==> src/hw/extractor_defs.svh <==
// Build constants for the packet extractor.
// Buffer geometry is fixed at four buffers of 256 words; packets must be
// 2 to 256 words long. API offsets are sized to the API address width.
`ifndef EXTRACTOR_DEFS_SVH
`define EXTRACTOR_DEFS_SVH

// Engine side
`define EXT_ENGINES       4
`define EXT_WORD_W        64
`define EXT_LWDV_W        4

// Buffer RAM geometry
`define EXT_BUF_SEL_W     2
`define EXT_BUF_ADDR_W    8

// API window
`define EXT_API_ADDR_W    12
`define EXT_API_BASE      12'h400
`define EXT_OFS_NAME0     12'h000
`define EXT_OFS_NAME1     12'h001
`define EXT_OFS_VERSION   12'h002
`define EXT_OFS_SCRATCH   12'h003
// Counters occupy offset and offset + 1 (high word first)
`define EXT_OFS_BYTES     12'h00a
`define EXT_OFS_PACKETS   12'h00c

// Identity, "NTS-EXTR" and "0.02"
`define EXT_CORE_NAME     64'h4e54_532d_4558_5452
`define EXT_CORE_VERSION  32'h302e_3032

`endif

==> src/hw/extractor_engine_pkg.sv <==
// Types seen on the engine side of the extractor and in the buffer table.
// The word count of a full 256-word buffer wraps to zero.
`default_nettype none
`include "extractor_defs.svh"

package extractor_engine_pkg;

  // Inputs from one engine
  typedef struct packed {
    logic                    packet_available;
    logic                    fifo_empty;
    logic                    fifo_rd_valid;
    logic [`EXT_WORD_W-1:0]  fifo_rd_data;
    logic [`EXT_LWDV_W-1:0]  bytes_last_word;
  } engine_req_t;

  // Outputs to one engine, both single-cycle pulses
  typedef struct packed {
    logic packet_read;
    logic fifo_rd_start;
  } engine_rsp_t;

  typedef enum logic [1:0] {UNUSED, WRITING, LOADED, READING} buf_state_e;

  typedef struct packed {
    buf_state_e                 state;
    logic [`EXT_BUF_ADDR_W-1:0] words;
    logic [`EXT_LWDV_W-1:0]     last_bytes;
  } buf_entry_t;

endpackage

`default_nettype wire

==> src/hw/engine_mux.sv <==
// Round-robin engine multiplexer.
// Searches downward for an engine with a packet and stays on it until the
// packet has been read. Requests of the other engines read as zero.
`timescale 1ns/10ps
`default_nettype none
`include "extractor_defs.svh"

module engine_mux (
  input  wire logic                                              i_clk,
  input  wire logic                                              i_areset,
  input  wire extractor_engine_pkg::engine_req_t [`EXT_ENGINES-1:0] i_engines,
  output extractor_engine_pkg::engine_rsp_t      [`EXT_ENGINES-1:0] o_engines,
  output extractor_engine_pkg::engine_req_t                      o_sel_req,
  input  wire extractor_engine_pkg::engine_rsp_t                 i_sel_rsp
);

  localparam int IDX_W = (`EXT_ENGINES > 1) ? $clog2(`EXT_ENGINES) : 1;
  localparam logic [IDX_W-1:0] IDX_LAST = IDX_W'(`EXT_ENGINES - 1);

  typedef enum logic {SEARCH, REMAIN} mux_state_e;

  mux_state_e       state_q;
  logic [IDX_W-1:0] idx_q;
  logic [IDX_W-1:0] idx_next;

  // Step downward with wraparound
  assign idx_next = (idx_q == '0) ? IDX_LAST : idx_q - 1'b1;

  always_ff @(posedge i_clk or posedge i_areset) begin
    if (i_areset) begin
      state_q <= SEARCH;
      idx_q   <= '0;
    end else begin
      case (state_q)
        SEARCH: begin
          if (i_engines[idx_q].packet_available) begin
            state_q <= REMAIN;
          end else begin
            idx_q <= idx_next;
          end
        end
        REMAIN: begin
          if (i_sel_rsp.packet_read) begin
            state_q <= SEARCH;
            idx_q   <= idx_next;
          end
        end
        default: state_q <= SEARCH;
      endcase
    end
  end

  always_comb begin
    o_sel_req        = '0;
    o_engines        = '0;
    o_engines[idx_q] = i_sel_rsp;
    if (state_q == REMAIN) begin
      o_sel_req = i_engines[idx_q];
    end
  end

  // The buffer side only talks to an engine the mux has locked on to
  a_rsp_in_remain: assert property (@(posedge i_clk) disable iff (i_areset)
    (i_sel_rsp.packet_read || i_sel_rsp.fifo_rd_start) |-> state_q == REMAIN);

endmodule

`default_nettype wire

==> config.mk <==
export PLATFORM = sky130hd
export DESIGN_NAME = engine_mux
export DESIGN_NICKNAME = d
export VERILOG_FILES = /design/src/hw/extractor_engine_pkg.sv /design/src/hw/engine_mux.sv
export VERILOG_INCLUDE_DIRS = /design/src /design/src/hw
export SDC_FILE = /design/constraint.sdc
export NUM_CORES = 1
export LEC_CHECK = 0
export BUFFER_PORTS_ARGS = -buffer_cell sky130_fd_sc_hd__buf_2
export CAP_MARGIN = 10
export CORE_AREA = 2 2 141 143
export CTS_BUF_LIST = sky130_fd_sc_hd__clkbuf_4
export CTS_CLUSTER_DIAMETER = 100
export DETAILED_ROUTE_END_ITERATION = 12
export DIE_AREA = 0 0 143 145
export SLEW_MARGIN = 0
export SYNTH_ARGS = -nofsm -noshare
export SYNTH_HDL_FRONTEND = slang
export SYNTH_SLANG_ARGS = --single-unit
==> constraint.sdc <==
create_clock -name i_clk -period 5 [get_ports i_clk]
set_input_delay 1.25 -clock i_clk [delete_from_list [all_inputs] [get_ports i_clk]]
set_output_delay 1.25 -clock i_clk [all_outputs]
set_load 0.1 [all_outputs]
=== Word level (Yosys, flattened, before mapping) ===
Cells that the tools add are included.

* Register bits after elaboration: 3
* Input bits: 288
* Logic and storage cells: 24

* Add/sub/neg operators: 1
* $lt $le $gt $ge: 2
* Equality and inequality tests: 2
* Muxes and demuxes: 12
* Bitwise gates (word level): 2
* Reduce and logical (&&, ||, !) cells: 3

{| class="wikitable"
|+ Operators by type and width
! kind !! count
|-
| binary-select mux 71 bit (select 2 bit) || 1
|-
| 2-to-1 mux 71 bit || 2
|-
| bitwise AND 8 bit || 1
|-
| 2-to-1 mux 2 bit || 4
|-
| demux 2 bit (select 2 bit) || 1
|-
| inequality test 2 bit, second input constant || 2
|-
| case mux 2 bit (2 select lines) || 1
|-
| < comparator 2 x 3 -> 1 bit, second input constant || 1
|-
| >= comparator 2 x 1 -> 1 bit, second input constant || 1
|-
| logical NOT 2 bit || 1
|-
| 2-to-1 mux 1 bit || 2
|-
| case mux 1 bit (2 select lines) || 1
|-
| AND reduction 2 bit || 1
|-
| subtractor 2 x 1 -> 2 bit, second input constant || 1
|-
| logical AND 1 bit || 1
|-
| NOT 1 bit || 1
|}

=== Longest topological paths before layout ===
* Word-level depth: 5
* Depth in mapped cells: 6
* Depth with buffers taken out: 4

=== Worst setup path before layout ===
No wires, ideal clock.

* Kind: input -> output
* From: input port i_engines[81] (netlist name)
* To: output port o_sel_req[10] (netlist name)
* Arrival time: 2,202 ps
* Required time: 3,750 ps
* Setup slack: 1,548 ps
* Cell stages on the path: 2
* Path buffers: 0
* Path through: mux4_2 -> and2_1

{| class="wikitable"
|+ RTL lines
! item !! RTL line !! RTL
|-
| start: declaration || engine_mux.sv:11 || <nowiki>input wire extractor_engine_pkg::engine_req_t [`EXT_ENGINES-1:0] i_engines,</nowiki>
|-
| end: declaration || engine_mux.sv:13 || <nowiki>output extractor_engine_pkg::engine_req_t o_sel_req,</nowiki>
|}

==> run summary <==
RUN STATUS
----------------------------------------------------------------------------------------------------
Result of the run ..................................................................... finished, final reports clean

MIN PATH
----------------------------------------------------------------------------------------------------
Path category of the worst min-delay check ............................................     in2async

LOGIC SYNTHESIS
----------------------------------------------------------------------------------------------------
Combinational family with the most area after synthesis ............................... multiplexers
Total number of yosys warnings ........................................................            0
Post-synthesis instance total .........................................................          199
Mux contribution to synthesized area ..................................................       0.6442
Syn Area/Cell .........................................................................   12.62 um^2
Number of nets produced by synthesis ..................................................          491
Sequential element share of the synthesized area ......................................      0.02990
Compound-Gate Fraction of Synth Area ..................................................      0.01295
Mapped Area ........................................................................... 0.002511 mm^2
Fraction of synthesized cell area in xor and xnor cells ...............................            0
Post-Synth Adder-Cell Area ............................................................      0.01993
Synthesized flop and latch total ......................................................            3
Basic-gate share of the synthesized area counting and, or, nand and nor cells .........       0.2083
Unique cell type count in the Yosys netlist ...........................................           22

ROUTE
----------------------------------------------------------------------------------------------------
DR vias/cell ..........................................................................        4.033
Initial detailed-routing violation count ..............................................          181
Total number of vias ..................................................................        3,271
Pre-Repair DR Iteration Count .........................................................            4
Post-detailed-routing wire length .....................................................    12,680 um
Final ANT Viol Nets ...................................................................            0
Residual DRC ..........................................................................            0
Average wire per standard cell ........................................................     15.63 um

STA
----------------------------------------------------------------------------------------------------
Final critical delay including setup and external delays ..............................      3750 ps
Worst-margin pin slew .................................................................      1118 ps
Max-slew violation count ..............................................................            0
Post-route clock period utilization ...................................................       0.7500
Setup repair after global routing missed its margin ...................................           no
Worst-case clock skew .................................................................    0.1171 ps
Worst slew margin .....................................................................       0.2548
Fin worst setup slack .................................................................      1250 ps
Max Clock Freq ........................................................................    266.7 MHz
Final setup violation count ...........................................................            0
Final Hold Vio Count ..................................................................            0
Setup TNS Final .......................................................................         0 ps

CLOCK TREE
----------------------------------------------------------------------------------------------------
Total setup buffers inserted after CTS ................................................            0
Maximum buffer depth of the clock tree ................................................            2
Clock insertion delay at the later pin of the skew report .............................       230 ps
# resized after CTS ...................................................................            0
Count of hold buffers inserted by post-cts repair .....................................            0
H-tree levels .........................................................................            1
CTS buffer count ......................................................................            3
Clock tree from TritonCTS .............................................................          yes
Number of clock sinks seen by CTS .....................................................            3
Clock-pin slew reported for the worst setup and hold paths after clock tree synthesis .        40 ps
Cell chosen for the clock root ........................................................ sky130_fd_sc_hd__clkbuf_4

FLOW RUN
----------------------------------------------------------------------------------------------------
Reported max-cap violation count ......................................................            0

CRITICAL PATH
----------------------------------------------------------------------------------------------------
Critical path arrival .................................................................      2500 ps
Endpoint kind of the worst setup timing path .......................................... primary output
CP Launch Type ........................................................................         flop
Classification of the worst setup path ................................................      reg2out
Endpoint required time on the critical path ...........................................      3750 ps
Critical-path maximum fanout ..........................................................           39

LAYOUT
----------------------------------------------------------------------------------------------------
Layout filler cell count ..............................................................        2,087
Layout cell share with drive strength beyond 1 ........................................       0.8187
Net count, final ......................................................................          839
Number of antenna cells inserted ......................................................            0
Growth of design area from synthesis to finish ........................................       80.92%

FLOORPLAN
----------------------------------------------------------------------------------------------------
Num ports .............................................................................          367
Width of the die ......................................................................       143 um
Starting Density ......................................................................       0.1307
Placement row count ...................................................................           51
Floorplan die height ..................................................................       145 um
Die area .............................................................................. 0.02074 mm^2
Area of the core ...................................................................... 0.01921 mm^2

GRT
----------------------------------------------------------------------------------------------------
Maximum number of pins on one net before global-route repair ..........................           77
Tot GR Track Use ......................................................................       0.1137
Antenna violations before repair ......................................................            0
Global route total overflow ...........................................................            0
Global-route wire length before repair ................................................    18,950 um
Via count of the first global-routing pass ............................................        3,508

PLACED DESIGN
----------------------------------------------------------------------------------------------------
Final Wtd Congestion ..................................................................       0.8546
Placed wire-length estimate ...........................................................    10,940 um
Pre-CTS setup slack ...................................................................      1425 ps
Number of I/O port buffers ............................................................          366

==> synth_stat cells <==
cell type                   n  share of area
sky130_fd_sc_hd__clkbuf_1  11          0.016
sky130_fd_sc_hd__o21a_1     1         0.0030
sky130_fd_sc_hd__and2_1    78           0.19
sky130_fd_sc_hd__mux2_2     1         0.0045
sky130_fd_sc_hd__dfrtp_1    3          0.030
sky130_fd_sc_hd__mux2i_1    3          0.012
sky130_fd_sc_hd__ha_1       4          0.020
sky130_fd_sc_hd__nor2_1     1         0.0015
sky130_fd_sc_hd__nor3_1     1         0.0020
sky130_fd_sc_hd__nand2_1    2         0.0030
sky130_fd_sc_hd__inv_1      4         0.0060
sky130_fd_sc_hd__buf_2      6          0.012
sky130_fd_sc_hd__o32ai_1    1         0.0035
sky130_fd_sc_hd__buf_12     5          0.040
sky130_fd_sc_hd__a311oi_1   1         0.0035
sky130_fd_sc_hd__nand2b_1   1         0.0025
sky130_fd_sc_hd__buf_4      2         0.0060
sky130_fd_sc_hd__and3_1     1         0.0025
sky130_fd_sc_hd__o31ai_1    1         0.0030
sky130_fd_sc_hd__mux4_2    70           0.63
sky130_fd_sc_hd__or2_2      1         0.0025
sky130_fd_sc_hd__buf_6      1         0.0045
==> final timing paths <==
| path | end | slack (ps) | cells past startpoint | from |
|---|---|---|---|---|
| max | o_sel_req[7] | 1250 | 4 | idx_q[0] |
| min | idx_q[1] | 880 | 2 | i_areset |
| max reg2reg | idx_q[0] | 2930 | 3 | idx_q[1] |
| min reg2reg | idx_q[0] | 1010 | 2 | idx_q[0] |
| max in group asynchronous | idx_q[0] | 3980 | 2 | i_areset |
| min in group i_clk | idx_q[0] | 1010 | 2 | idx_q[0] |
==> sequential cells by signal, indices dropped and copies added (netlist names) <==
signal / flops
idx_q: 2
state_q: 1
==> cells by family (layout without fill, tap and decap cells) <==
kind of cell / after synthesis / in the layout
simple gates: 85 / 85
compound gates: 4 / 4
flops: 3 / 3
fa+ha+maj: 4 / 4
buf+inv: 29 / 376
mux: 74 / 74
==> layer usage <==
| metal | share of wire | track usage | vias up |
|---|---|---|---|
| li1 | - | - | 1489 |
| met1 | 0.40 | 0.1427 | 1595 |
| met5 | 0 | 0 | - |
| met3 | 0.070 | 0.01485 | 8 |
| met4 | 0.0054 | 0.01089 | 0 |
| met2 | 0.52 | 0.2122 | 179 |
==> cell usage in the layout, fill, tap and decap left out, drive strengths merged, types with 2 or more instances in the layout <==
| cell | instances |
|---|---|
| buf | 368 |
| and2 | 78 |
| mux4 | 70 |
| inv | 4 |
| ha | 4 |
| clkbuf | 4 |
| mux2i | 3 |
| dfrtp | 3 |
| nand2 | 2 |
==> metrics by stage <==
stage	utilization	hold slack [ps]	instance area (um^2)	std cells
after detailed placement	0.2350	1042	4513	807
after global routing	0.2365	885.6	4543	811
after floorplan	-	622.3	2511	199
after CTS	0.2365	867.6	4543	811
after global placement	0.2350	1031	4513	807
final	0.2365	876.5	4543	811
==> cell type report <==
class / count / area [um^2] / share of cell area
tap: 265 / 331.6 / 0.07298
multi-input combinational: 167 / 2223 / 0.4894
clock buffer: 4 / 30.03 / 0.006610
inverter: 4 / 15.01 / 0.003305
sequential: 3 / 83.83 / 0.01845
timing repair buffer: 368 / 1859 / 0.4093
==> critical path, cell delays in order, from the launching register on <==
cell and delay (ps):
sky130_fd_sc_hd__dfrtp_4 880, sky130_fd_sc_hd__buf_4 370, sky130_fd_sc_hd__mux4_2 520, sky130_fd_sc_hd__and2_1 170, sky130_fd_sc_hd__buf_2 290
Power is left out: the tool's default activity adds up to more than one toggle a clock period on the data nets, which glitch-free logic cannot reach.
