### config.mk
export PLATFORM = sky130hd
export DESIGN_NAME = api_regs
export DESIGN_NICKNAME = d
export VERILOG_FILES = /design/src/hw/extractor_host_pkg.sv /design/src/hw/api_regs.sv
export VERILOG_INCLUDE_DIRS = /design/src /design/src/hw
export SDC_FILE = /design/constraint.sdc
export NUM_CORES = 1
export LEC_CHECK = 0
export ABC_CLOCK_PERIOD_IN_PS = 8400
export BUFFER_PORTS_ARGS = -buffer_cell sky130_fd_sc_hd__clkbuf_2
export CAP_MARGIN = 0
export CORE_UTILIZATION = 61
export CTS_BUF_LIST = sky130_fd_sc_hd__clkbuf_2 sky130_fd_sc_hd__clkbuf_4 sky130_fd_sc_hd__clkbuf_8
export CTS_CLUSTER_DIAMETER = 60
export CTS_CLUSTER_SIZE = 40
export DETAILED_ROUTE_END_ITERATION = 6
export GPL_TIMING_DRIVEN = 1
export PLACE_DENSITY = 0.89
export RECOVER_POWER = 50
export SYNTH_ARGS = -nofsm -noshare
export SYNTH_HDL_FRONTEND = slang
export SYNTH_SLANG_ARGS = --single-unit
### constraint.sdc
create_clock -name i_clk -period 8.4 [get_ports i_clk]
set_input_delay 0.42 -clock i_clk [delete_from_list [all_inputs] [get_ports i_clk]]
set_output_delay 0.42 -clock i_clk [all_outputs]
set_load 0.01 [all_outputs]
### src/hw/extractor_defs.svh
// Build constants for the packet extractor.
// Buffer geometry is fixed at four buffers of 256 words; packets must be
// 2 to 256 words long. API offsets are sized to the API address width.
`ifndef EXTRACTOR_DEFS_SVH
`define EXTRACTOR_DEFS_SVH

// Engine side
`define EXT_ENGINES       4
`define EXT_WORD_W        64
`define EXT_LWDV_W        4

// Buffer RAM geometry
`define EXT_BUF_SEL_W     2
`define EXT_BUF_ADDR_W    8

// API window
`define EXT_API_ADDR_W    12
`define EXT_API_BASE      12'h400
`define EXT_OFS_NAME0     12'h000
`define EXT_OFS_NAME1     12'h001
`define EXT_OFS_VERSION   12'h002
`define EXT_OFS_SCRATCH   12'h003
// Counters occupy offset and offset + 1 (high word first)
`define EXT_OFS_BYTES     12'h00a
`define EXT_OFS_PACKETS   12'h00c

// Identity, "NTS-EXTR" and "0.02"
`define EXT_CORE_NAME     64'h4e54_532d_4558_5452
`define EXT_CORE_VERSION  32'h302e_3032

`endif

### src/hw/extractor_host_pkg.sv
// Types seen on the host side of the extractor: Wishbone and MAC transmit.
// Byte 0 of a MAC word is its least significant byte.
`default_nettype none
`include "extractor_defs.svh"

package extractor_host_pkg;

  // Wishbone classic master outputs
  typedef struct packed {
    logic                       cyc;
    logic                       stb;
    logic                       we;
    logic [`EXT_API_ADDR_W-1:0] adr;
    logic [31:0]                dat;
  } wb_req_t;

  // One data word, read whole or byte by byte
  typedef union packed {
    logic [`EXT_WORD_W-1:0]            raw;
    logic [`EXT_WORD_W/8-1:0][7:0]     bytes;
  } mac_word_u;

  typedef struct packed {
    logic                     start;
    logic [`EXT_WORD_W/8-1:0] data_valid;
    mac_word_u                data;
  } mac_beat_t;

endpackage

`default_nettype wire

### src/hw/api_regs.sv
// Wishbone classic register block: identity, scratch and statistics.
// Reading a counter's high word latches its low word for the next read.
// The byte counter adds the valid bytes of every cycle, so a first word
// held for ack is counted once per cycle it is on the port.
`timescale 1ns/10ps
`default_nettype none
`include "extractor_defs.svh"

module api_regs (
  input  wire logic                           i_clk,
  input  wire logic                           i_areset,
  input  wire extractor_host_pkg::wb_req_t    i_wb,
  output logic [31:0]                         o_wb_dat,
  output logic                                o_wb_ack,
  input  wire extractor_host_pkg::mac_beat_t  i_beat
);

  localparam int CNT_W = 64;
  localparam logic [63:0] CORE_NAME = `EXT_CORE_NAME;

  logic [`EXT_API_ADDR_W-1:0] ofs;
  logic                       access;
  logic                       wr_en;
  logic                       rd_en;
  logic [31:0]                rd_word;
  logic [31:0]                scratch_q;
  logic [CNT_W-1:0]           bytes_q;
  logic [CNT_W-1:0]           packets_q;
  logic [31:0]                bytes_lo_q;
  logic [31:0]                packets_lo_q;

  // One access per stb, the master drops stb on ack
  assign access = i_wb.cyc && i_wb.stb && !o_wb_ack;
  assign ofs    = i_wb.adr - `EXT_API_BASE;
  assign wr_en  = access && i_wb.we;
  assign rd_en  = access && !i_wb.we;

  always_comb begin
    rd_word = '0;
    case (ofs)
      `EXT_OFS_NAME0:           rd_word = CORE_NAME[63:32];
      `EXT_OFS_NAME1:           rd_word = CORE_NAME[31:0];
      `EXT_OFS_VERSION:         rd_word = `EXT_CORE_VERSION;
      `EXT_OFS_SCRATCH:         rd_word = scratch_q;
      `EXT_OFS_BYTES:           rd_word = bytes_q[63:32];
      `EXT_OFS_BYTES + 12'd1:   rd_word = bytes_lo_q;
      `EXT_OFS_PACKETS:         rd_word = packets_q[63:32];
      `EXT_OFS_PACKETS + 12'd1: rd_word = packets_lo_q;
      default: ;
    endcase
  end

  always_ff @(posedge i_clk or posedge i_areset) begin
    if (i_areset) begin
      o_wb_ack     <= 1'b0;
      scratch_q    <= '0;
      bytes_q      <= '0;
      packets_q    <= '0;
      bytes_lo_q   <= '0;
      packets_lo_q <= '0;
    end else begin
      o_wb_ack <= access;
      if (wr_en && ofs == `EXT_OFS_SCRATCH) begin
        scratch_q <= i_wb.dat;
      end
      // Snapshot of the low word on a high-word read
      if (rd_en && ofs == `EXT_OFS_BYTES) begin
        bytes_lo_q <= bytes_q[31:0];
      end
      if (rd_en && ofs == `EXT_OFS_PACKETS) begin
        packets_lo_q <= packets_q[31:0];
      end
      if (wr_en && ofs == `EXT_OFS_BYTES) begin
        bytes_q <= '0;
      end else begin
        bytes_q <= bytes_q + CNT_W'($countones(i_beat.data_valid));
      end
      if (wr_en && ofs == `EXT_OFS_PACKETS) begin
        packets_q <= '0;
      end else if (i_beat.start) begin
        packets_q <= packets_q + 1'b1;
      end
    end
  end

  always_ff @(posedge i_clk) begin
    if (rd_en) begin
      o_wb_dat <= rd_word;
    end
  end

endmodule

`default_nettype wire

# [After elaboration in Yosys (flattened, before gate mapping)]
# Cells that the tools add are included.
[word_totals] ff_bits=257 latch_bits=0 ram_bits=0 romBits=0 inputBits=122 output_inout_bits=33 elab_cells=41 mem_count=0
[classes] addsub=10 mul=0 div_mod_pow=0 order_cmp=0 eq_ne=7 n_shift=0 muxes=4 n_bitwise=0 reduce_logical=13
[ops] operator="case mux 32 bit (8 select lines)" count=1
[ops] operator="2-to-1 mux 64 bit" count=3
[ops] operator="adder 64 x 1 -> 64 bit, second input constant" count=1
[ops] operator="adder 64 x 4 -> 64 bit" count=1
[ops] operator="equality test 12 x 4 -> 1 bit, second input constant" count=4
[ops] operator="equality test 12 x 2 -> 1 bit, second input constant" count=2
[ops] operator="equality test 12 x 1 -> 1 bit, second input constant" count=1
[ops] operator="logical NOT 12 bit" count=1
[ops] operator="subtractor 12 x 11 -> 12 bit, second input constant" count=1
[ops] operator="logical AND 1 bit" count=9
[ops] operator="adder 1 x 1 -> 2 bit" count=4
[ops] operator="adder 2 x 2 -> 3 bit" count=2
[ops] operator="adder 3 x 3 -> 4 bit" count=1
[ops] operator="logical NOT 1 bit" count=2
[ops] operator="nonzero test 2 bit" count=1

# [Depth between registers and ports, before layout]
[depth] word_depth=5 mapped_depth=15 mapped_depth_nobuf=12

# [Least setup slack after synthesis]
# No wires, ideal clock.
[synth_timing] path_kind="input to register" from="input i_beat[64] (netlist bit)" to="register bytes_q[50]" setup_time_ns=0.134 t_arrival_ns=4.155 required_time_ns=8.266 setup_slack_ns=4.111 cell_stages=15 n_path_buf=3 cell_sequence="fa_1 inv_1 fa_1 fa_1 fa_1 inv_1 fa_1 a211oi_1 or2_2 clkbuf_1 or3_1 buf_2 buf_2 o41ai_1 a21oi_1"
[synth_via] elab_chain_cells=5
[synth_rtl] element="start, declared" line_no="api_regs.sv:15" rtl="input wire extractor_host_pkg::mac_beat_t i_beat"
[synth_rtl] element="adder 1 x 1 -> 2 bit (not written as such)" line_no="api_regs.sv:76" rtl="bytes_q <= bytes_q + CNT_W'($countones(i_beat.data_valid));"
[synth_rtl] element="adder 2 x 2 -> 3 bit (not written as such)" line_no="api_regs.sv:76"
[synth_rtl] element="adder 3 x 3 -> 4 bit (not written as such)" line_no="api_regs.sv:76"
[synth_rtl] element="adder 64 x 4 -> 64 bit" line_no="api_regs.sv:76"
[synth_rtl] element="2-to-1 mux 64 bit" line_no="api_regs.sv:73" rtl="if (wr_en && ofs == `EXT_OFS_BYTES) begin"
[synth_rtl] element="end signal, assigned" line_no="api_regs.sv:76"
[synth_rtl] element="end, declared" line_no="api_regs.sv:27" rtl="logic [CNT_W-1:0] bytes_q;"
# No other way between the ends.
# A chain may end at the register's enable or synchronous reset.

# [Worst setup path after layout]
[layout_timing] from="register o_wb_ack" to="register bytes_lo_q[17]"
[layout_via] elab_chain_cells=4
[layout_rtl] element="start, declared" line_no="api_regs.sv:14" rtl="output logic o_wb_ack,"
[layout_rtl] element="start signal, assigned" line_no="api_regs.sv:62" rtl="o_wb_ack <= access;"
[layout_rtl] element="logical NOT 1 bit" line_no="api_regs.sv:33" rtl="assign access = i_wb.cyc && i_wb.stb && !o_wb_ack;"
[layout_rtl] element="logical AND 1 bit" line_no="api_regs.sv:33"
[layout_rtl] element="named net access" line_no="api_regs.sv:22" rtl="logic access;"
[layout_rtl] element="logical AND 1 bit" line_no="api_regs.sv:36" rtl="assign rd_en = access && !i_wb.we;"
[layout_rtl] element="named net rd_en" line_no="api_regs.sv:24" rtl="logic rd_en;"
[layout_rtl] element="logical AND 1 bit (no line)"
[layout_rtl] element="end signal, assigned" line_no="api_regs.sv:68" rtl="bytes_lo_q <= bytes_q[31:0];"
[layout_rtl] element="end, declared" line_no="api_regs.sv:29" rtl="logic [31:0] bytes_lo_q;"
# The timed path passes the listed nets, and every way through them passes these cells.

==> results.sh <==
export IMPL_tritoncts_num_buffers=19
export IMPL_clk_insertion_delay_late_ns=0.57
export IMPL_n_antenna_cell=0
export IMPL_worst_endpoint_required_ns=8.85
export IMPL_grt_start_max_net_pins=156
export IMPL_worst_ir_drop_vdd_mv=0.169
export IMPL_critical_path_s_slowest_cell="sky130_fd_sc_hd__nor2b_1"
export IMPL_netSwitchingFraction_pct=29.3
export IMPL_p_total_uw=2410
export IMPL_globalplace_congestion=0.913
export IMPL_initial_core_util_pct=62.9
export IMPL_yosysWarnings=0
export IMPL_crit_type="reg -> reg"
export IMPL_failed_checks="max-capacitance violations, max-slew violations"
export IMPL_worstPathArrival_ns=4.86
export IMPL_fin_area_mm2=0.0139
export IMPL_final_cell_mix="225 x sky130_fd_sc_hd__dfrtp_1, 107 x sky130_fd_sc_hd__mux2_2, 96 x sky130_fd_sc_hd__nand2_1, 80 x sky130_fd_sc_hd__nor2_1, 64 x sky130_fd_sc_hd__a21oi_1"
export IMPL_io_pin_count=155
export IMPL_drc=0
export IMPL_postPlaceCellArea_mm2=0.0136
export IMPL_grt_use_total_pct=31.6
export IMPL_postCtsSetupRepairBufs=0
export IMPL_start_kind="register"
export IMPL_firstDrtPassIters=6
export IMPL_rsz0062_at_grt="false"
export IMPL_cts_resized=0
export IMPL_detailedPlacementHpwl_mm=22.9
export IMPL_synth_sequential_area_ratio_pct=51.1
export IMPL_worst_slew_pin_transition_ns=3.88
export IMPL_crit_family="simple AND/OR/NAND/NOR gates"
export IMPL_post_route_period_util_pct=52.4
export IMPL_commonest_non_fill_non_tap_cell_in_the_layout="sky130_fd_sc_hd__dfrtp_1"
export IMPL_intPower_uw=1700
export IMPL_grt_first_pass_wirelength_mm=53.5
export IMPL_tritoncts="built"
export IMPL_synth_seq_cells=257
export IMPL_share_seq_of_total_power_pct=56.1
export IMPL_cts_root_buffer="sky130_fd_sc_hd__clkbuf_8"
export IMPL_count_of_cell_types_in_the_netlist=66
export IMPL_grt_antenna_before_repair=1
export IMPL_post_place_ws_ns=3.61
export IMPL_cts_reportedPaths_clkPinSlew_ns=0.15
export IMPL_hold_path_class="in -> reg"
export IMPL_htreeDepth=1
export IMPL_ctsLongestPathBuffers=3
export IMPL_drt_first_iter_violations=1254
export IMPL_floorplan_die_area_mm2=0.0217
export IMPL_post_route_cells_drive_above_1_share_pct=18.2
export IMPL_worstPathBufferInverterCount=1
export IMPL_post_drt_via_cell_ratio=6.76
export IMPL_worst_slack_ns=3.99
export IMPL_cpPeakStageDelay_ns=2.47
export IMPL_timing_fmax_ghz=0.227
export IMPL_power_density_cell_area_mw_per_mm2=173
export IMPL_synth_fp_nets=1340
export IMPL_chipHeight_um=147
export IMPL_synthCells=1206
export IMPL_synth_top_flop_cell="sky130_fd_sc_hd__dfrtp_1"
export IMPL_synth_async_reset_ratio_pct=87.5
export IMPL_drt_wl_total_mm=33.2
export IMPL_power_combinational_fraction_pct=12.9
export IMPL_setup_viol_count_final=0
export IMPL_first_global_vias=10000
export IMPL_final_antenna_net_count=0
export IMPL_synthesis_area_per_instance_um2=10.7
export IMPL_clock_sinks=257
export IMPL_std_cell_rows=52
export IMPL_crit_fanout=34
export IMPL_drt_wirelength_per_cell_um=21.5
export IMPL_cap_violations=2
export IMPL_die_outline_width_um=147
export IMPL_mappedNetlistArea_mm2=0.0129
export IMPL_timing_hold_violations_final=0
export IMPL_total_number_of_vias=10500
export IMPL_endpoint_kind="register"
export IMPL_finalWorstPathRequiredPeriod_ns=4.41
export IMPL_floorplan_core_area_mm2=0.0205
export IMPL_drv_slew=107
export IMPL_switching_power_uw=707
export IMPL_layout_skew_ns=0.0379
export IMPL_run_status="finished, violations left"
export IMPL_nNetsFinal=1399
export IMPL_tns_ns=0
export IMPL_power_share_clock_pct=31.0
export IMPL_postLayoutCoreUtil_pct=68.0
export IMPL_port_buffers=90
export IMPL_grt_overflow_total=0
export IMPL_path_cells="and3b_1, nor2b_1, and2_1, buf_4, mux2_2"
export IMPL_power_leakage_uw=0.00610
export IMPL_total_of_hold_buffers_inserted_after_clock_tree_synthesis=0
export IMPL_worst_max_slew_margin_expressed_relative_to_the_limit_pct=-159
export IMPL_area_growth_pct=8.06
export IMPL_synth_enable_flop_cells=32
## Yosys cell counts (all sizes together), types with 6 or more instances
cell    instances  area [um^2]
dfrtp         225         5630
a22oi          14          105
a211o           8         70.1
a221oi         12          105
nand3          43          220
or3            25          156
mux2i          16          160
edfxtp         32          961
inv            37          139
clkbuf         46          173
nand2          96          360
or2            10         62.6
a21oi          65          329
and2           13         81.3
ha              7         87.6
o21ai          37          185
or4            34          259
buf            21          109
xor2           25          219
nor3           21          110
a211oi          6         45.0
xnor2          36          315
nor4           25          190
a222oi          6         60.1
nand2b          6         37.5
nand4          44          275
mux2          110         1240
and4           11         96.3
and3           11         68.8
nor2           80          300
o41ai           7         61.3
o31ai          24          180
## state kept, by name, summed over array words and instances, names as in the netlist
| signal | flops |
|---|---|
| scratch_q | 32 |
| bytes_lo_q | 32 |
| packets_lo_q | 32 |
| packets_q | 64 |
| o_wb_dat | 32 |
| bytes_q | 64 |
| o_wb_ack | 1 |
## worst paths after layout
| path | from | end | slack, ns | cells after the start |
|---|---|---|---|---|
| worst min register to register | bytes_lo_q[20] | bytes_lo_q[20] | 0.51 | 1 |
| worst max-delay path | o_wb_ack | bytes_lo_q[17] | 3.99 | 5 |
| max in group asynchronous | i_areset | scratch_q[30] | 4.00 | 3 |
| worst min-delay path | i_wb[14] | scratch_q[14] | 0.06 | 2 |
| worst max register to register | o_wb_ack | bytes_lo_q[17] | 3.99 | 5 |
| min in group asynchronous | i_areset | packets_q[1] | 0.10 | 2 |
## area by class of cell
cell class / count / area (um^2)
flip-flops and latches: 257 / 6590
fillers: 1531 / 6560
multi-input cells: 845 / 5900
repair buffers: 105 / 517
well taps: 270 / 338
clock buffers: 19 / 262
clock inverters: 14 / 184
inverters: 37 / 146
## power groups by stage
stage,combinational [uW],clock [uW],sequential [uW]
finish,312,748,1350
global route,363,801,1360
CTS,316,756,1350
detailed placement,313,0,1370
global placement,296,0,1370
floorplan,235,0,1360
## cell families after synthesis
family / synth area share, %
compound gates: 11.1
xor+xnor: 4.14
fa+ha+maj: 1.46
buf+inv: 3.26
flops: 51.1
mux: 10.8
simple gates: 18.1
## per-layer routing
layer	part of all wire (%)	GRT usage, %	wire [um]	vias to the layer above
met4	4.3	13.0	1430	0
met1	40	45.2	13300	5137
met5	0	0	0	-
met2	46	48.8	15200	636
li1	-	-	-	4588
met3	9.9	4.44	3270	101
## metrics by stage
step                instances  hold WS [ns]
floorplan                1206         0.459
CTS                      1547        0.0597
global route             1547        0.0579
finish                   1547        0.0649
detailed placement       1514         0.481
global placement         1514         0.471
## worst register-to-register path, cell delays in order, from the launching register on
cell,delay [ns]
sky130_fd_sc_hd__dfrtp_1,0.41
sky130_fd_sc_hd__and3b_1,0.24
sky130_fd_sc_hd__nor2b_1,2.47
sky130_fd_sc_hd__and2_1,0.35
sky130_fd_sc_hd__buf_4,0.42
sky130_fd_sc_hd__mux2_2,0.42
(Power assumes the default switching activity.)
