`config.mk`:
```
export PLATFORM = sky130hd
export DESIGN_NAME = mac_transmitter
export DESIGN_NICKNAME = d
export VERILOG_FILES = /design/src/hw/extractor_engine_pkg.sv /design/src/hw/extractor_host_pkg.sv /design/src/hw/mac_transmitter.sv
export VERILOG_INCLUDE_DIRS = /design/src /design/src/hw
export SDC_FILE = /design/constraint.sdc
export NUM_CORES = 1
export LEC_CHECK = 0
export ABC_CLOCK_PERIOD_IN_PS = 3720
export BUFFER_PORTS_ARGS = -buffer_cell sky130_fd_sc_hd__buf_2
export CORE_MARGIN = 3
export CORE_UTILIZATION = 49
export CTS_CLUSTER_SIZE = 20
export DETAILED_ROUTE_END_ITERATION = 8
export PLACE_DENSITY = 0.88
export SYNTH_ARGS = -nofsm -noshare
export SYNTH_HDL_FRONTEND = slang
export SYNTH_SLANG_ARGS = --single-unit
export TNS_END_PERCENT = 20
```
`constraint.sdc`:
```
create_clock -name i_clk -period 3.72 [get_ports i_clk]
set_input_delay 0.558 -clock i_clk [delete_from_list [all_inputs] [get_ports i_clk]]
set_output_delay 0.558 -clock i_clk [all_outputs]
set_load 0.02 [all_outputs]
```
`src/hw/extractor_defs.svh`:
```
// Build constants for the packet extractor.
// Buffer geometry is fixed at four buffers of 256 words; packets must be
// 2 to 256 words long. API offsets are sized to the API address width.
`ifndef EXTRACTOR_DEFS_SVH
`define EXTRACTOR_DEFS_SVH

// Engine side
`define EXT_ENGINES       4
`define EXT_WORD_W        64
`define EXT_LWDV_W        4

// Buffer RAM geometry
`define EXT_BUF_SEL_W     2
`define EXT_BUF_ADDR_W    8

// API window
`define EXT_API_ADDR_W    12
`define EXT_API_BASE      12'h400
`define EXT_OFS_NAME0     12'h000
`define EXT_OFS_NAME1     12'h001
`define EXT_OFS_VERSION   12'h002
`define EXT_OFS_SCRATCH   12'h003
// Counters occupy offset and offset + 1 (high word first)
`define EXT_OFS_BYTES     12'h00a
`define EXT_OFS_PACKETS   12'h00c

// Identity, "NTS-EXTR" and "0.02"
`define EXT_CORE_NAME     64'h4e54_532d_4558_5452
`define EXT_CORE_VERSION  32'h302e_3032

`endif

```
`src/hw/extractor_engine_pkg.sv`:
```
// Types seen on the engine side of the extractor and in the buffer table.
// The word count of a full 256-word buffer wraps to zero.
`default_nettype none
`include "extractor_defs.svh"

package extractor_engine_pkg;

  // Inputs from one engine
  typedef struct packed {
    logic                    packet_available;
    logic                    fifo_empty;
    logic                    fifo_rd_valid;
    logic [`EXT_WORD_W-1:0]  fifo_rd_data;
    logic [`EXT_LWDV_W-1:0]  bytes_last_word;
  } engine_req_t;

  // Outputs to one engine, both single-cycle pulses
  typedef struct packed {
    logic packet_read;
    logic fifo_rd_start;
  } engine_rsp_t;

  typedef enum logic [1:0] {UNUSED, WRITING, LOADED, READING} buf_state_e;

  typedef struct packed {
    buf_state_e                 state;
    logic [`EXT_BUF_ADDR_W-1:0] words;
    logic [`EXT_LWDV_W-1:0]     last_bytes;
  } buf_entry_t;

endpackage

`default_nettype wire

```
`src/hw/extractor_host_pkg.sv`:
```
// Types seen on the host side of the extractor: Wishbone and MAC transmit.
// Byte 0 of a MAC word is its least significant byte.
`default_nettype none
`include "extractor_defs.svh"

package extractor_host_pkg;

  // Wishbone classic master outputs
  typedef struct packed {
    logic                       cyc;
    logic                       stb;
    logic                       we;
    logic [`EXT_API_ADDR_W-1:0] adr;
    logic [31:0]                dat;
  } wb_req_t;

  // One data word, read whole or byte by byte
  typedef union packed {
    logic [`EXT_WORD_W-1:0]            raw;
    logic [`EXT_WORD_W/8-1:0][7:0]     bytes;
  } mac_word_u;

  typedef struct packed {
    logic                     start;
    logic [`EXT_WORD_W/8-1:0] data_valid;
    mac_word_u                data;
  } mac_beat_t;

endpackage

`default_nettype wire

```
`src/hw/mac_transmitter.sv`:
```
// MAC transmitter for the head buffer.
// The first word is held until ack, the rest follow without gaps. Bytes are
// reversed and invalid bytes of the last word are zeroed.
`timescale 1ns/10ps
`default_nettype none
`include "extractor_defs.svh"

module mac_transmitter (
  input  wire logic                              i_clk,
  input  wire logic                              i_areset,
  input  wire extractor_engine_pkg::buf_entry_t  i_head,
  output logic [`EXT_BUF_ADDR_W-1:0]             o_rd_addr,
  input  wire logic [`EXT_WORD_W-1:0]            i_rd_data,
  output logic                                   o_head_done,
  input  wire logic                              i_mac_tx_ack,
  output extractor_host_pkg::mac_beat_t          o_beat
);

  localparam int NB = `EXT_WORD_W / 8;

  typedef enum logic [2:0] {
    TX_IDLE, TX_FETCH, TX_AWAIT_ACK, TX_SEND, TX_SILENT
  } tx_state_e;

  tx_state_e                     state_q;
  logic [`EXT_BUF_ADDR_W-1:0]    ptr_q;
  logic [`EXT_BUF_ADDR_W-1:0]    last_q;
  logic [NB-1:0]                 mask_q;
  logic [NB-1:0]                 word_dv;
  extractor_host_pkg::mac_beat_t beat_q;

  // Byte count 1..8 to a mask of the low bytes
  function automatic logic [NB-1:0] expand_lwdv(input logic [`EXT_LWDV_W-1:0] lwdv);
    logic [NB-1:0] mask;
    for (int i = 0; i < NB; i++) begin
      mask[i] = (i < int'(lwdv));
    end
    return mask;
  endfunction

  function automatic extractor_host_pkg::mac_word_u tx_word(
    input logic [`EXT_WORD_W-1:0] data,
    input logic [NB-1:0]          dv
  );
    extractor_host_pkg::mac_word_u in_w;
    extractor_host_pkg::mac_word_u out_w;
    in_w.raw = data;
    for (int i = 0; i < NB; i++) begin
      out_w.bytes[i] = dv[i] ? in_w.bytes[NB-1-i] : 8'h00;
    end
    return out_w;
  endfunction

  assign word_dv     = (ptr_q == last_q) ? mask_q : '1;
  assign o_head_done = (state_q == TX_SILENT);
  assign o_beat      = beat_q;

  // Address runs one word ahead of the beat to cover the RAM latency
  always_comb begin
    case (state_q)
      TX_IDLE:      o_rd_addr = '0;
      TX_AWAIT_ACK: o_rd_addr = i_mac_tx_ack ? ptr_q + 1'b1 : ptr_q;
      default:      o_rd_addr = ptr_q + 1'b1;
    endcase
  end

  always_ff @(posedge i_clk or posedge i_areset) begin
    if (i_areset) begin
      state_q <= TX_IDLE;
      ptr_q   <= '0;
      last_q  <= '0;
      mask_q  <= '0;
      beat_q  <= '0;
    end else begin
      beat_q.start <= 1'b0;
      case (state_q)
        TX_IDLE: begin
          ptr_q <= '0;
          if (i_head.state == extractor_engine_pkg::READING) begin
            last_q  <= i_head.words - 1'b1;
            mask_q  <= expand_lwdv(i_head.last_bytes);
            state_q <= TX_FETCH;
          end
        end
        TX_FETCH: begin
          beat_q.start      <= 1'b1;
          beat_q.data_valid <= '1;
          beat_q.data       <= tx_word(i_rd_data, '1);
          ptr_q             <= ptr_q + 1'b1;
          state_q           <= TX_AWAIT_ACK;
        end
        TX_AWAIT_ACK, TX_SEND: begin
          if (state_q == TX_SEND || i_mac_tx_ack) begin
            beat_q.data_valid <= word_dv;
            beat_q.data       <= tx_word(i_rd_data, word_dv);
            ptr_q             <= ptr_q + 1'b1;
            state_q           <= (ptr_q == last_q) ? TX_SILENT : TX_SEND;
          end
        end
        TX_SILENT: begin
          beat_q  <= '0;
          state_q <= TX_IDLE;
        end
        default: state_q <= TX_IDLE;
      endcase
    end
  end

  // Valid bytes only go out while the head buffer is being read
  a_dv_in_frame: assert property (@(posedge i_clk) disable iff (i_areset)
    (o_beat.data_valid != '0) |-> i_head.state == extractor_engine_pkg::READING);

endmodule

`default_nettype wire

```
# After elaboration in Yosys (flattened, before gate mapping)
# Cells that the tools add are included.
word_totals:
  ff_bits: 100
  in_bits: 81
  out_inout_bits: 82
classes:
  addsub: 2
  order_cmp: 8
  eq_ne: 8
  mux: 20
  reduce_logical: 9
ops:
  columns: ["operator", "count"]
  rows:
  - ["case mux 72 bit (3 select lines)", 1]
  - ["2-to-1 mux 8 bit", 11]
  - ["2-to-1 mux 72 bit", 1]
  - ["case mux 8 bit (3 select lines)", 1]
  - ["< comparator 3 x 4 -> 1 bit (first input constant)", 4]
  - ["case mux 8 bit (2 select lines)", 1]
  - ["2-to-1 mux 3 bit", 3]
  - ["case mux 3 bit (3 select lines)", 1]
  - ["adder 8 x 1 -> 8 bit (second input constant)", 1]
  - ["equality test 8 bit", 1]
  - ["< comparator 1 x 4 -> 1 bit (first input constant)", 2]
  - ["< comparator 2 x 4 -> 1 bit (first input constant)", 2]
  - ["AND reduction 2 bit", 4]
  - ["subtractor 8 x 1 -> 8 bit (second input constant)", 1]
  - ["equality test 3 x 2 -> 1 bit (second input constant)", 2]
  - ["nonzero test 3 bit", 2]
  - ["!= test 2 bit (second input constant)", 2]
  - ["equality test 3 x 1 -> 1 bit (second input constant)", 1]
  - ["equality test 3 bit (second input constant)", 1]
  - ["logical NOT 3 bit", 1]
  - ["equality test 2 bit (second input constant)", 1]
  - ["OR reduction 2 bit", 1]
  - ["logical OR 1 bit", 1]
  - ["2-to-1 mux 1 bit", 1]

# Longest topological paths before layout
# Gate-level depths: netlist (run 1).
logic_depth:
  word_depth: 5
  ltp_mapped: 7
  depth_no_buf: 5

# Least setup slack after synthesis (run 1)
# OpenSTA, ideal clock, no wires.
synth_timing:
  kind: "reg-to-output"
  startpoint: "register state_q[2]"
  endpoint: "output port o_rd_addr[1]"
  arrival_time_ns: 1.571
  slack_ns: 1.591
  path_stages_with_launch: 5
  path_cell_list: "dfrtp_1 -> clkbuf_1 -> nor3_1 -> a22oi_1 -> o21ai_0"
synth_between:
  elab_chain_cells: 2
synth_rtl:
  columns: ["element", "line_no", "source"]
  rows:
  - ["start, declared", "mac_transmitter.sv:25", "tx_state_e state_q;"]
  - ["start signal, assigned", "mac_transmitter.sv:97", "state_q <= (ptr_q == last_q) ? TX_SILENT : TX_SEND;"]
  - ["equality test 3 x 2 -> 1 bit / logical NOT 3 bit (equally long branches)", "mac_transmitter.sv:60", "case (state_q)"]
  - ["case mux 8 bit (2 select lines) *", "mac_transmitter.sv:60", null]
  - ["end, declared", "mac_transmitter.sv:12", "output logic [`EXT_BUF_ADDR_W-1:0] o_rd_addr,"]
# Every way passes the cells marked *; elsewhere a longest branch is shown, timed or not.

# Final worst setup path (run 1)
layout_timing:
  startpoint: "register state_q[2]"
  endpoint: "output port o_rd_addr[3]"
# The elaborated chain is that of the path after synthesis.

==> results.md, run 1 <==
* Mapped Cells at 378
* CP Class: flop to output pin
* Detailed-route wire length at about 11 mm
* CP max FO at 20
* Tmin final at ~2.7 ns
* Max-Cap Viols at 0
* Most common cell after layout, fill and taps aside: buf_2
* Outcome: completed
* Fin Clk Skew at 0.0147 ns
* Synth cell types at 40
* Ys Warns at 0
* Die area at 9820 µm²
* # H-tree levels at 3
* Worst Hold Slack at between 0.3 and 0.4 ns
* Setup TNS at 0 ns
* Fmax achieved at between 0.3 and 0.4 GHz
* Met3 Usage GRT at 0.0309
* Slew margin rel. at 0.425
* Row count at 33
* Worst min-delay path class: input pin to async pin
* First-pass GRT wire length at 17.2 mm
* Core area at 8300 µm²
* Postcts setup bufs at 0
* Maximum vdd ir drop at between 0.2 and 0.25 mV
* Die height at 99.1 µm
* Busiest grt layer: met2
* Clock-pin slew on the worst setup and hold paths at 0.10 ns
* CP Capture Type: output pin
* I/O Buffers at 162
* Met1 usage at 0.313
* RD Place Congestion at 0.857
* Critical path launch point type: flop
* Gr ovfl total at 0
* Setup ws final at 1.05 ns
* Slew @ Worst Pin at around 0.85 ns
* Routed WL per cell at about 17 µm
* Initial antenna violation count at 0
* Most used cells in the layout excluding fill and tap cells: buf_2, dfrtp_1, a22o_1
* Number of buffers created by CTS at 9
* DP HPWL at just under 8 mm
* Seq/Total Area, Yosys at 0.589
* Syn-to-layout area delta at 26.1%
* ANT cells at 0
* Synthesized area per cell at 11.2 µm²
* Largest net degree at the start of global routing at 61
* Total Routing Usage GR at 0.216
* RSZ-0062 raised after global routing: no
* Max-slew violations at 0
* Vias in the first global route at 3,448
* Synth Cell Area at approximately 4200 µm²
* M2 GR Usage at 0.335
* Via Count at 3,591
* Hold Buf Count CTS at 0
* Placed inst area at ~5100 µm²
* Drt first-iter violations at 216
* Starting Density at 0.512
* CTS tree: built
* Die W at 99.1 µm
* Final setup vio count at 0
* Final Hold Vio Count at 0
* Placed cells at 626
* Clk sinks at 100
* #FFs+latches synth at 100
* Post-CTS resize count at 0
* WP data required at roughly 3.2 ns
* Pwr Density at between 500 and 600 nW/µm²
* Clock root buffer: clkbuf_8
* Io pins at 163
* Critical Path AT at between 2 and 2.5 ns
* Tcrit/Tclk final at 0.718
* DRC at 0
* Net Count, Synth at between 400 and 500
* Clock Latency Late Sink at 0.36 ns
* Pre-CTS WS at between 1 and 1.5 ns
* Dominant cell type by area after synthesis: dfrtp_1
* CTS Buffer Depth at 2
* Final instance area at 5360 µm²
* Layout cells sized above 1 at 0.351
* Final net count at 615
* Post-synth top area share at 0.589
* First drt pass iteration count at 4
* Post-route insts no fill at 641
* Antenna Nets Post-Route at 0
* Via-per-instance ratio at between 5 and 6
* Leakage at 2.69 nW
* Ranking of synthesized cells by area: dfrtp_1, a22o_1, a21oi_1
* Filler cells at ~670
-- path summary, 6_finish.rpt --
path / from / endpoint / slack [ns] / cells past startpoint
worst min register to register: o_beat[64] / o_beat[64] / 0.49 / 2
max in group asynchronous: i_areset / o_beat[35] / 2.64 / 3
worst max register to register: state_q[2] / o_beat[35] / 1.40 / 3
min in group i_clk: i_rd_data[29] / o_beat[37] / 0.41 / 2
worst max-delay path: state_q[2] / o_rd_addr[3] / 1.05 / 5
worst min-delay path: i_areset / o_beat[56] / 0.30 / 2
-- cell families after synthesis --
group | after synthesis | share of synthesized area
and+or+nand+nor | 83 | 0.0928
AOI/OAI and AO/OA | 139 | 0.246
adders and majority gates | 2 | 0.00589
buffers and inverters | 39 | 0.0345
muxes | 1 | 0.00236
DFF | 100 | 0.589
xor gates and xnor gates | 14 | 0.0289
-- registers in the layout (all words and copies together) (netlist names) --
register,cells
ptr_q,8
mask_q,8
o_beat,73
state_q,3
last_q,8
-- synth_stat cells, drive strengths merged --
| master | number |
|---|---|
| dfrtp | 100 |
| a22o | 65 |
| nor2 | 27 |
| nand2 | 26 |
| clkbuf | 24 |
| a21oi | 21 |
| o21ai | 20 |
| inv | 14 |
| xor2 | 11 |
| a41oi | 8 |
| nor3 | 8 |
| o221ai | 8 |
| nand3 | 5 |
| and3 | 3 |
| nor4 | 3 |
| o21a | 3 |
| o31ai | 3 |
| xnor2 | 3 |
| a31oi | 2 |
| and4 | 2 |
| ha | 2 |
| nor3b | 2 |
| o41ai | 2 |
| a211oi | 1 |
| a21o | 1 |
| a22oi | 1 |
| a311oi | 1 |
| a31o | 1 |
| and2 | 1 |
| buf | 1 |
| mux2i | 1 |
| nand4 | 1 |
| nand4bb | 1 |
| nor4b | 1 |
| o211a | 1 |
| o22ai | 1 |
| or2 | 1 |
| or3 | 1 |
| or3b | 1 |
-- stage by stage --
step | util | power [W]
after global placement | 0.620 | 0.00244
final | 0.645 | 0.00320
after detailed placement | 0.620 | 0.00247
after global routing | 0.645 | 0.00338
after floorplan | - | 0.00212
after CTS | 0.645 | 0.00321
-- critical path, stage by stage, from the launching register on --
cell	delay [ns]
dfrtp_1	0.60
nor3_1	0.61
nor2_1	0.13
o21ai_0	0.18
a21oi_1	0.06
buf_2	0.17
-- area by class of cell --
class | count | area (µm²) | share of cell area
Clock buffer | 10 | 128 | 0.0238
Clock inverter | 5 | 85.1 | 0.0159
Inverter | 14 | 55.1 | 0.0103
Multi-Input combinational cell | 239 | 1600 | 0.299
Sequential cell | 100 | 2500 | 0.467
Tap cell | 105 | 131 | 0.0245
Timing Repair Buffer | 168 | 856 | 0.160
-- metal layers --
layer  part of all wire  vias to the layer above
li1                   -                     1721
met1               0.44                     1726
met2               0.48                      128
met3              0.058                       16
met4              0.018                        0
met5                  0                        -
-- power breakdown --
group | switching [W] | internal, W
Combinational | 0.000618 | 0.000381
Sequential | 0.000182 | 0.00128
Clock | 0.000365 | 0.000381
No activity file was read; power rests on OpenSTA's default activity.
==> run 2, diff against run 1 <==
--- a/config.mk
+++ b/config.mk
@@ -6,10 +6,11 @@
 export SDC_FILE = /design/constraint.sdc
 export NUM_CORES = 1
 export LEC_CHECK = 0
-export ABC_CLOCK_PERIOD_IN_PS = 3720
+export ABC_AREA = 1
+export ABC_CLOCK_PERIOD_IN_PS = 2700
 export BUFFER_PORTS_ARGS = -buffer_cell sky130_fd_sc_hd__buf_2
 export CORE_MARGIN = 3
-export CORE_UTILIZATION = 49
+export CORE_UTILIZATION = 50
 export CTS_CLUSTER_SIZE = 20
 export DETAILED_ROUTE_END_ITERATION = 8
 export PLACE_DENSITY = 0.88
==> constraint.sdc (replaced) <==
create_clock -name i_clk -period 2.7 [get_ports i_clk]
set_input_delay 0.405 -clock i_clk [delete_from_list [all_inputs] [get_ports i_clk]]
set_output_delay 0.405 -clock i_clk [all_outputs]
set_load 0.02 [all_outputs]
==> run 2 against run 1 <==
Compared with the run above: clock power increased by 20%; largest cell class unchanged; synthesized area increased by 8.8%; count of clock-buffer cells in the layout decreased by 1; non-clock buffer count decreased by 1; routed wire length increased by 7.4%; critical path depth increased by 3; sequential share of layout area decreased by 2.1 points; cell count increased by 23%; via count increased by 14%; die area increased by 6.3%; combinational power increased to 3.7 times the previous value; global-route usage increased by 0.21 points.
==> results.md, run 2 <==
* Filler cells at 758 (+13%)
* Starting Density at 0.522 (+0.0107)
* RD Place Congestion at 0.876 (+2.3%)
* Most numerous cell in the Yosys netlist: nand2_1
* Most used cells in the layout excluding fill and tap cells: nand2_1, buf_2, dfrtp_1
* Total Routing Usage GR at 0.218 (+0.00209)
* Tcrit/Tclk final at 0.899
* Tmin final at 2.43 ns
* Ranking of synthesized cells by area: dfrtp_1, nand2_1, nand3_1
* Post-synth EDFFs at 0 (unchanged)
* Post-route insts no fill at 786 (+23%)
* Core area at 8850 µm² (+6.6%)
* First drt pass iteration count at 5 (+1)
* Top delay family on crit path: flip-flops
* #FFs+latches synth at 100 (unchanged)
* Clock-pin slew on the worst setup and hold paths at 0.10 ns (about the same)
* First-pass GRT wire length at 18.0 mm (+4.6%)
* CP Capture Type: output pin
* Critical Path Stages at 8 (+3)
* Post-synth top cells: nand2_1, dfrtp_1, nand3_1
* Via Count at 4,088 (+14%)
* CTS tree: built
* Max-Cap Viols at 0 (unchanged)
* Setup ws final at 0.273 ns (-0.776 ns)
* Largest net degree at the start of global routing at 73 (+20%)
* Max-slew violations at 0 (unchanged)
* Worst r2r path cells at 7 (+4)
* Gr ovfl total at 0 (unchanged)
* Setup TNS at 0 ns (unchanged)
* Outcome: completed
* CP Class: flop to output pin
* Ys Warns at 0 (unchanged)
* Maximum vdd ir drop at 0.623 mV (+160%)
* Adder-cell area share of the yosys netlist at 0.00541 (-0.000479)
* Final core occ at 0.634 (-0.0118)
* Pre-CTS WS at 0.689 ns (-0.586 ns)
* Drt first-iter violations at 213 (-1.4%)
* Most common cell after layout, fill and taps aside: nand2_1
* CTS Buffer Depth at 2 (unchanged)
* Antenna Nets Post-Route at 0 (unchanged)
* Die height at 102 µm (+3.1%)
* Max reg flops at 73 (unchanged)
* Routed WL per cell at 14.7 µm (-12%)
* WP data required at 2.30 ns (-0.86 ns)
* Net Count, Synth at 598 (+30%)
* Synth Flop Type: dfrtp_1
* Crit-path slowest cell: dfrtp_1
* Synthesized area per cell at 8.97 µm² (-20%)
* Fin Clk Skew at 0.0192 ns (+0.00452 ns)
* Leakage at 3.09 nW (+15%)
* WP buf/inv at 2 (+1)
* Post-synth top area share at 0.541 (-0.0479)
* Die area at 10,400 µm² (+6.3%)
* Critical Path AT at 2.02 ns (-0.09 ns)
* Fmax achieved at just over 0.4 GHz
* Largest family of logic cells by synthesized area: simple AND/OR/NAND/NOR gates
* Synth Cell Area at 4620 µm² (+8.8%)
* DP HPWL at 8.65 mm (+9.7%)
* Clock root buffer: clkbuf_8
* Clock Latency Late Sink at 0.36 ns (about the same)
* Via-per-instance ratio at 5.20 (-7.2%)
* Postcts setup bufs at 0 (unchanged)
* Slowest Stage Delay on Critical Path at 0.50 ns (-0.11 ns)
* Mux contribution to synthesized area at 0 (-0.00236)
* Die W at 102 µm (+3.1%)
* Post-CTS resize count at 0 (unchanged)
* Synth cell types at 26 (-35%)
* Clk sinks at 100 (unchanged)
* Detailed-route wire length at 11.5 mm (+7.4%)
* Slew margin rel. at 0.474 (+0.0491)
* DRC at 0 (unchanged)
* Pwr Density at 1280 nW/µm² (+110%)
* Final net count at 757 (+23%)
* Mapped Cells at 515 (+36%)
* CP max FO at 6 (-70%)
* Dominant cell type by area after synthesis: dfrtp_1
* Critical path launch point type: flop
* Worst min-delay path class: input pin to async pin
* I/O Buffers at 162 (unchanged)
* Number of buffers created by CTS at 9 (unchanged)
* Ys async rst share at 1.00 (unchanged)
* Compound-cell area share of the yosys netlist at 0.0482 (-0.198)
* Critical path cell sequence: ha_1 -> nand2_1 -> nor2_1 -> nand3_1 -> xor2_1 -> inv_1 -> o22ai_1 -> buf_2
* Hold Buf Count CTS at 0 (unchanged)
* Synth Area in Simple Gates at 0.306 (+0.214)
* Layout cells sized above 1 at 0.298 (-0.0528)
* Syn-to-layout area delta at 21.3%
* Vias in the first global route at 3,807 (+10%)
* # H-tree levels at 3 (unchanged)
* Row count at 34 (+3.0%)
* Final setup vio count at 0 (unchanged)
* Seq/Total Area, Yosys at 0.541 (-0.0479)
* Initial antenna violation count at 1 (+1)
* Synth Area in XOR/XNOR at 0.0341 (+0.00523)
* Final Hold Vio Count at 0 (unchanged)
* Placed cells at 771 (+23%)
* Io pins at 163 (unchanged)
* Slew @ Worst Pin at 0.787 ns (-0.0640 ns)
* ANT cells at 0 (unchanged)
* RSZ-0062 raised after global routing: no
run 2: path summary, 6_finish.rpt:
check	from	endpoint	slack, ns
worst max-delay path	ptr_q[0]	o_rd_addr[6]	0.27
worst min-delay path	i_areset	o_beat[49]	0.18
worst max register to register	state_q[1]	o_beat[0]	0.70
worst min register to register	o_beat[14]	o_beat[14]	0.49
max in group asynchronous	i_areset	o_beat[66]	1.82
min in group i_clk	i_head[4]	last_q[0]	0.26
run 2: cell type report:
cell class | instances | area, µm² | area share
Timing Repair Buffer | 167 | 861 | 0.154
Clock inverter | 6 | 56.3 | 0.0100
Multi-Input combinational cell | 370 | 1820 | 0.325
Sequential cell | 100 | 2500 | 0.446
Tap cell | 108 | 135 | 0.0241
Clock buffer | 9 | 124 | 0.0221
Inverter | 26 | 106 | 0.0190
run 2: logic make-up after synthesis:
kind of cell | after synthesis
compound gates | 36
xor+xnor | 18
fa+ha+maj | 2
buf+inv | 45
flops | 100
simple gates | 314
run 2: power breakdown:
part	switching [W]	internal, W
clock network	0.000543	0.000350
registers	0.000415	0.00218
logic	0.00254	0.00116
run 2: layer usage:
layer	routed length, µm	global-route usage	up-vias
li1	-	-	1976
met1	4940	0.295	1926
met2	5580	0.351	155
met3	692	0.0369	29
met4	310	0.0878	2
met5	10	0	-
run 2: stage by stage:
stage	total power, W	hold WS [ns]	instance area [µm²]
after global routing	0.00776	0.235	5610
after global placement	0.00620	0.457	5430
after floorplan	0.00540	0.442	4630
final	0.00719	0.175	5610
after detailed placement	0.00634	0.459	5430
after CTS	0.00724	0.197	5610
